--- config.mk ---
export PLATFORM = sky130hd
export DESIGN_NAME = tpu_ctrl
export DESIGN_NICKNAME = d
export VERILOG_FILES = /design/src/design/tpu_ctrl.sv
export VERILOG_INCLUDE_DIRS = /design/src /design/src/design
export SDC_FILE = /design/constraint.sdc
export NUM_CORES = 1
export LEC_CHECK = 0
export BUFFER_PORTS_ARGS = -buffer_cell sky130_fd_sc_hd__buf_2
export CAP_MARGIN = 20
export CORE_MARGIN = 3
export CORE_UTILIZATION = 30
export DETAILED_ROUTE_END_ITERATION = 16
export SLEW_MARGIN = 20
export SYNTH_ARGS = -nofsm -noshare
export SYNTH_HDL_FRONTEND = slang
export SYNTH_SLANG_ARGS = --single-unit
--- constraint.sdc ---
create_clock -name clk -period 1.84 [get_ports clk]
set_input_delay 0.46 -clock clk [delete_from_list [all_inputs] [get_ports clk]]
set_output_delay 0.46 -clock clk [all_outputs]
set_load 0.1 [all_outputs]
--- src/design/tpu_consts.svh ---
`ifndef TPU_CONSTS_SVH
`define TPU_CONSTS_SVH

// ======================================================================
// Array geometry and datapath widths
// ======================================================================
`define TPU_SA_N          4     // Array side, also lanes per word
`define TPU_DATA_W        8     // One int8 lane
`define TPU_ACC_W         32    // Accumulator width
`define TPU_WORD_W        32    // Host and tensor word

// ======================================================================
// Memory depths and tile sequencing
// ======================================================================
`define TPU_TENSOR_DEPTH  64    // Words per ping-pong buffer
`define TPU_WEIGHT_DEPTH  64    // Weight words
`define TPU_K_MAX         16    // Longest tile in feed steps
`define TPU_DRAIN_CYCLES  8     // Skew plus propagation flush after last feed
`define TPU_TARGET_W      2     // Host target selector

`endif

--- src/design/tpu_ctrl.sv ---
`timescale 1ns/1ps
`include "tpu_consts.svh"

module tpu_ctrl (
    input  logic       clk,
    input  logic       rst_n,
    input  logic       start,
    input  logic [4:0] k_len,
    output logic       busy,
    output logic       done,
    output logic       ptr_reset,
    output logic       rd_en,
    output logic       acc_clear,
    output logic       wb_en,
    output logic [1:0] wb_row
);

    typedef enum logic [2:0] {
        ST_IDLE,
        ST_LOAD,   // Bias preload, pointer reset
        ST_FEED,   // One memory read per step
        ST_DRAIN,  // Wavefront finishes crossing the grid
        ST_WRITE   // One accumulator row per cycle
    } state_t;

    state_t     state;
    logic [4:0] cnt;       // Shared step counter
    logic [4:0] k_eff;     // k_len clamped to the longest tile
    logic       last_wb;   // Last row strobe, delayed to match result register

    assign k_eff = (k_len > 5'(`TPU_K_MAX)) ? 5'(`TPU_K_MAX) : k_len;

    // ======================================================================
    // Sequencer
    // ======================================================================
    always_ff @(posedge clk or negedge rst_n) begin
        if (!rst_n) begin
            state <= ST_IDLE;
            cnt   <= '0;
        end else begin
            case (state)
                ST_IDLE: begin
                    cnt <= '0;
                    if (start && !busy) state <= ST_LOAD;  // Start while busy dropped
                end
                ST_LOAD: begin
                    cnt   <= '0;
                    state <= (k_eff == '0) ? ST_DRAIN : ST_FEED;
                end
                ST_FEED: begin
                    if (cnt == k_eff - 5'd1) begin
                        cnt   <= '0;
                        state <= ST_DRAIN;
                    end else begin
                        cnt <= cnt + 5'd1;
                    end
                end
                ST_DRAIN: begin
                    if (cnt == 5'(`TPU_DRAIN_CYCLES - 1)) begin
                        cnt   <= '0;
                        state <= ST_WRITE;
                    end else begin
                        cnt <= cnt + 5'd1;
                    end
                end
                ST_WRITE: begin
                    if (cnt == 5'(`TPU_SA_N - 1)) begin
                        cnt   <= '0;
                        state <= ST_IDLE;
                    end else begin
                        cnt <= cnt + 5'd1;
                    end
                end
                default: state <= ST_IDLE;
            endcase
        end
    end

    // Busy spans the whole tile up to the last result row
    always_ff @(posedge clk or negedge rst_n) begin
        if (!rst_n) begin
            busy    <= 1'b0;
            done    <= 1'b0;
            last_wb <= 1'b0;
        end else begin
            last_wb <= wb_en && (cnt == 5'(`TPU_SA_N - 1));
            done    <= last_wb;                  // Cycle after the last res_valid
            if (last_wb)
                busy <= 1'b0;                    // Falls with done
            else if (start && !busy)
                busy <= 1'b1;
        end
    end

    // Strobes straight from state
    assign ptr_reset = (state == ST_LOAD);
    assign acc_clear = (state == ST_LOAD);
    assign rd_en     = (state == ST_FEED);
    assign wb_en     = (state == ST_WRITE);
    assign wb_row    = cnt[1:0];

endmodule

==> metrics.md, run 1 <==
| Metric | Value |
|---|---|
| Post-route DRC violation count | 0 |
| Worst-margin pin slew | 484.2 ps |
| Post-synthesis xor/xnor area fraction | 6.462% |
| Area Overhead vs Synth | 56.00% |
| Synth async-reset ratio | 100.0% |
| Global-route wire length before repair | 3663 um |
| Simple-gate share of the synthesized area | 26.15% |
| Worst EP required | 1990 ps |
| Largest family of logic cells by synthesized area | simple AND/OR/NAND/NOR gates |
| Net Count, Synth | 104 |
| Post-DP HPWL | 1615 um |
| Clk root buf | clkbuf_4 |
| Reg2reg path depth | 6 |
| Hold Vio Cnt, Final | 0 |
| Initial antenna violation count | 0 |
| Post-route insts no fill | 159 |
| Leading register cell type out of synthesis | dfrtp_1 |
| Routability Congestion | 0.8675 |
| Ant diodes | 0 |
| Skew final | 4.259 ps |
| Maxcap violations | 0 |
| Post-synthesis compound-gate area fraction | 22.77% |
| Clk sinks | 11 |
| Failing checks | negative setup slack |
| DP Worst Slack | -334.3 ps |
| Placed cell areas | 1129 um2 |
| Clock Latency Late Sink | 260 ps |
| Yosys cell types | 39 |
| Drt pass-1 iters | 4 |
| Hold slack | 55.05 ps |
| Clk pin slew, worst setup/hold paths | 70 ps |
| EDFF count, synth | 0 |
| DRT antenna net count | 0 |
| Final design utilization | 50.30% |
| Synthesized area per cell | 8.652 um2 |
| Synth Area in Adders | 3.077% |
| Power Density | 1642 nW/um2 |
| Mux contribution to synthesized area | 0% |
| Synthesized area | 813.3 um2 |
| Tcrit/Tclk final | 102.8% |
| Max Clk Rate | 528.7 MHz |
| PortBufs | 15 |
| TNS Setup | -51.59 ps |
| Die width | 58.07 um |
| Total gr overflow | 0 |
| Setup violators final | 1 |
| Vias in the first global route | 847 |
| Die area | 3372 um2 |
| R2R Path Start | cnt[1] |
| Post-synthesis sequential area ratio | 33.85% |
| Final instance area | 1269 um2 |
| Initial DRC count | 48 |
| Clock Tree Buf Depth | 2 |
| Final Max Slew Viols | 0 |
| End of the critical path | state[0] |
| Total CTS buffers | 3 |
| Share of cells above drive strength 1 | 46.51% |
| Hold Buf Count CTS | 0 |
| Final net count | 140 |
| Synth Instances | 94 |
| Reg2reg setup slack | 120 ps |
| RSZ-0062 raised after global routing | yes |
| CTS tree | built |
| Filler Cell Count | 246 |
| Worst setup path class | input pin to register |
| Hold Path Class | input pin to async pin |
| Worst vdd ir | 0.001369 V |
| Via Count | 844 |
| Die height | 58.07 um |
| FF+latch count, synth | 11 |
| Setup crit start | k_len[4] |
| Worst setup EP type | register |
| DR vias/cell | 5.308 |
| Core area | 2522 um2 |
| Overall power | 2.084 mW |
| Status | complete, but fails checks |
| Arrival time of the worst setup path | 2040 ps |
| Row count | 18 |
| Starting density of the core | 32.24% |
| All-layer global routing usage | 14.29% |
| Largest net degree at the start of global routing | 12 |
| Synth warn | 0 |
| Wire per inst | 14.23 um |
| RR Endpoint | cnt[0] |
| Static Leak | 0.5556 nW |
| Ports | 16 |
| # H-tree levels | 1 |
| Post-Route WL | 2263 um |
| Crit path time final | 1892 ps |
| Worst rel slew slack | 67.94% |
| Crit path launch type | input pin |
| Final worst-path setup slack | -51.59 ps |
| Crit-path max FO | 5 |
| DP Cell Count | 147 |
## critical path, cell delays in order
cell	delay [ps]
buf_6	70
nand2b_4	120
ha_4	120
or4b_4	460
and3b_1	190
o2111ai_2	230
nor2_4	90
o311a_1	290
## registers in the layout, summed over array words and instances, names as in the netlist
signal / cells
cnt: 5
done: 1
last_wb: 1
busy: 1
state: 3
## cells in the mapped netlist (2+ instances only)
cell | n | area share [%]
dfrtp_1 | 11 | 34
nor3_1 | 4 | 2.5
inv_1 | 5 | 2.3
buf_2 | 2 | 1.2
xnor2_1 | 3 | 3.2
nand2_1 | 7 | 3.2
clkbuf_1 | 3 | 1.4
nand2b_1 | 5 | 3.8
nor2_1 | 9 | 4.2
buf_4 | 3 | 2.8
nor2b_1 | 3 | 2.3
ha_1 | 2 | 3.1
xor2_1 | 3 | 3.2
nor4_1 | 2 | 1.5
a21oi_1 | 5 | 3.1
o21ai_0 | 4 | 2.5
## per-layer routing
metal  global-route usage, %  part of all wire, %
met2                   25.00                   51
met5                       0                    0
met3                   3.341                  4.4
met4                   3.642                    0
met1                   17.58                   45
## report_power, final
group / switching (mW) / internal, mW
Sequential: 0.0756 / 0.321
Clock: 0.0781 / 0.0837
Combinational: 0.908 / 0.618
Total: 1.06 / 1.02
## worst min-delay path by stage
stage | startpoint | endpoint | slack, ps
final | rst_n | cnt[2] | 60
after global routing | rst_n | cnt[2] | 50
after CTS | rst_n | cnt[2] | 50
after detailed placement | rst_n | state[2] | 340
after global placement | rst_n | state[2] | 340
after floorplan | rst_n | busy | 160
## timing repair
action / in CTS / in global routing
buffers inserted: 7 / 1
cloned: 0 / 0
endpoints found under the setup margin: 9 / 9
gates resized for setup: 4 / 11
pin swaps: 2 / 3
## layout by cell type (no fill, tap or decap), drive strengths merged, types with 2 or more instances in the layout
cell type | Yosys | final
ha | 2 | 2
buf | 5 | 38
nor3 | 4 | 4
dfrtp | 11 | 11
xnor2 | 3 | 3
nor4 | 2 | 2
o21ai | 5 | 5
a32oi | 2 | 2
nor2b | 3 | 3
xor2 | 3 | 3
nand2b | 5 | 5
clkbuf | 3 | 5
nor2 | 10 | 10
a21oi | 5 | 5
or4b | 2 | 2
nand2 | 7 | 7
inv | 5 | 5
## final cells by class
type	count	area (um2)	share of cell area, %
repair buffers	39	336.6	26.53
inverters	5	18.77	1.479
clock buffers	4	26.28	2.071
multi-input cells	70	571.8	45.07
flip-flops and latches	11	277.8	21.89
well taps	30	37.54	2.959
## kinds of logic after synthesis
kind of cell,count (synthesis)
AO/OA/AOI/OAI,24
buffers and inverters,13
flip-flops,11
adder cells (fa/ha/maj),2
XOR/XNOR,6
AND/OR/NAND/NOR,38
No activity file was read; power rests on OpenSTA's default activity.
==> run 2: changes to the inputs <==
Settings changed: ABC_CLOCK_PERIOD_IN_PS from default to 1840, CORE_UTILIZATION 30 to 48, PLACE_DENSITY from default to 0.74.
==> run 2 against run 1 <==
Effect of this change:
- the run still ends with negative setup slack left
- via count increased by 0.24%
- total power fell by 4.8%
- largest cell class unchanged
- critical path depth is the same
- sequential power rose by 3%
- largest power group unchanged
- global-route usage grew 8.3 points
- combinational power decreased by 7%
- core utilization is 28 points higher
- sequential cell count stayed put
- clock-buffer cell count did not move
- routed wire length is 3.2% lower
- sequential share of layout area up 1.0 points
- highest routed layer is now met4
==> metrics.md, run 2 (synthesis results as in run 1) <==
| Metric | Value |
|---|---|
| Status | complete, but fails checks (unchanged) |
| Failing checks | negative setup slack (unchanged) |
| All-layer global routing usage | 22.60% (was 14.29%) |
| Filler Cell Count | 112 (was 246) |
| Sequential cell area | 279.0 um2 (was 277.8 um2) |
| Post-DP HPWL | 1582 um (was 1615 um) |
| Via Count | 846 (was 844) |
| Ant diodes | 0 (unchanged) |
| Worst vdd ir | 0.001193 V (was 0.001369 V) |
| Setup crit start | k_len[4] (unchanged) |
| Starting density of the core | 52.17% (was 32.24%) |
| Commonest non-fill, non-tap cell in the layout | buf_4 (unchanged) |
| Global-route wire length before repair | 3663 um (unchanged) |
| Static Leak | 0.5406 nW (was 0.5556 nW) |
| Max Clk Rate | 533.8 MHz (was 528.7 MHz) |
| Worst rel slew slack | 67.36% (was 67.94%) |
| Die height | 47.16 um (was 58.07 um) |
| Setup violators final | 1 (unchanged) |
| # H-tree levels | 1 (unchanged) |
| Core area | 1559 um2 (was 2522 um2) |
| Skew final | 4.736 ps (was 4.259 ps) |
| Die area | 2224 um2 (was 3372 um2) |
| Worst EP required | 1980 ps (was 1990 ps) |
| Total CTS buffers | 3 (unchanged) |
| Clk pin slew, worst setup/hold paths | 70 ps (about the same) |
| RSZ-0062 raised after global routing | yes (unchanged) |
| Critical-path cell list | buf_6 -> nand2b_4 -> ha_4 -> or4b_4 -> and3b_1 -> o2111ai_2 -> nor2_2 -> o311a_1 (was buf_6 -> nand2b_4 -> ha_4 -> or4b_4 -> and3b_1 -> o2111ai_2 -> nor2_4 -> o311a_1) |
| R2R Path Start | cnt[1] (unchanged) |
| Power Density | 1628 nW/um2 (was 1642 nW/um2) |
| Arrival time of the worst setup path | 2020 ps (was 2040 ps) |
| Wire per inst | 15.42 um (was 14.23 um) |
| TNS Setup | -33.36 ps (was -51.59 ps) |
| DR vias/cell | 5.958 (was 5.308) |
| Most frequent cells in the layout | 20 x buf_4, 8 x nor2_1, 8 x dfrtp_1, 8 x buf_2, 7 x nand2_1 (was 24 x buf_4, 9 x dfrtp_1, 8 x nor2_1) |
| Vias in the first global route | 816 (was 847) |
| Crit-path max FO | 5 (unchanged) |
| Worst setup path class | input pin to register (unchanged) |
| Initial DRC count | 38 (was 48) |
| Final worst-path setup slack | -33.36 ps (was -51.59 ps) |
| PortBufs | 15 (unchanged) |
| Top flop regs | cnt: 5 flops, state: 3 flops (unchanged) |
| Top reg by flops | cnt (unchanged) |
| Largest net degree at the start of global routing | 12 (unchanged) |
| Clk sinks | 11 (unchanged) |
| Hold slack | 49.59 ps (was 55.05 ps) |
| DP Worst Slack | -346.7 ps (was -334.3 ps) |
| Routability Congestion | 0.9251 (was 0.8675) |
| Hold Path Class | input pin to async pin (unchanged) |
| Tcrit/Tclk final | 101.8% (was 102.8%) |
| Maxcap violations | 0 (unchanged) |
| Hold Buf Count CTS | 0 (unchanged) |
| DRT antenna net count | 0 (unchanged) |
| Footprint of the multi-input gates | 559.3 um2 (was 571.8 um2) |
| Die width | 47.16 um (was 58.07 um) |
| Share of cells above drive strength 1 | 44.44% (was 46.51%) |
| Row count | 14 (was 18) |
| Area Overhead vs Synth | 49.85% (was 56.00%) |
| CP peak stage delay | 460 ps (about the same) |
| Final Max Slew Viols | 0 (unchanged) |
| Clock Tree Buf Depth | 2 (unchanged) |
| Total gr overflow | 0 (unchanged) |
| Initial antenna violation count | 0 (unchanged) |
| Clock Latency Late Sink | 260 ps (about the same) |
| Overall power | 1.984 mW (was 2.084 mW) |
| Critical path's slowest cell | or4b_4 (unchanged) |
| Post-route DRC violation count | 0 (unchanged) |
| Drt pass-1 iters | 8 (was 4) |
| Final design utilization | 78.17% (was 50.30%) |
| Max reg flops | 5 (unchanged) |
| CTS tree | built (unchanged) |
| Crit path launch type | input pin (unchanged) |
| Post-Route WL | 2190 um (was 2263 um) |
| Clk root buf | clkbuf_4 (unchanged) |
| Crit path time final | 1873 ps (was 1892 ps) |
| Worst setup EP type | register (unchanged) |
| Ports | 16 (unchanged) |
| Hold Vio Cnt, Final | 0 (unchanged) |
| Worst-margin pin slew | 493.0 ps (was 484.2 ps) |
| Final net count | 137 (was 140) |
run 2: cell types whose count changed in the layout (fill, tap and decap cells not counted), sizes merged:
cell | previous run | this run
buf | 38 | 36
clkbuf | 5 | 4
run 2: per-layer routing:
metal  global-route usage [%]  share of wire (%)
met1                    29.63                 41
met2                    38.21                 49
met3                    5.747                7.6
met4                    3.315                1.8
met5                        0                  0
run 2: critical path, delay by kind of cell:
| kind | cells | cell delay, ps |
|---|---|---|
| simple gates | 4 | 870 |
| compound gates | 2 | 490 |
| fa+ha+maj | 1 | 120 |
| buf+inv | 1 | 70 |
run 2: area by class of cell:
class	instances	share of cell area, %
Clock buffer	4	2.156
Inverter	5	1.540
Multi-Input combinational cell	70	45.89
Sequential cell	11	22.90
Tap cell	16	1.643
Timing Repair Buffer	36	25.87
run 2: timing repair:
item                                    in CTS  in global routing
buffers inserted                             2                  5
endpoints found under the setup margin       9                 10
pin swaps                                    1                  2
resized for setup                            7                  6
run 2: power breakdown:
group	leakage (nW)	internal, mW	switching (mW)
Clock	0.0150	0.0837	0.0723
Combinational	0.393	0.567	0.853
Sequential	0.133	0.322	0.0853
Total	0.541	0.973	1.01
run 2: metrics by stage:
| stage | std cells | area (um2) |
|---|---|---|
| 3_5_place_dp | 131 | 1096 |
| 5_1_grt | 142 | 1219 |
| 4_1_cts | 137 | 1159 |
| 6_report | 142 | 1219 |
| 2_1_floorplan | 94 | 914.6 |
| 3_3_place_gp | 131 | 1096 |
run 2: final timing paths:
kind                             to  slack [ps]  cells past startpoint
hold / removal               cnt[2]          50                      1
hold reg to reg                done         400                      0
setup / recovery           state[0]         -30                      8
max in group asynchronous  state[0]        1570                      1
setup reg to reg             cnt[0]         150                      7
min in group clk               done         400                      0
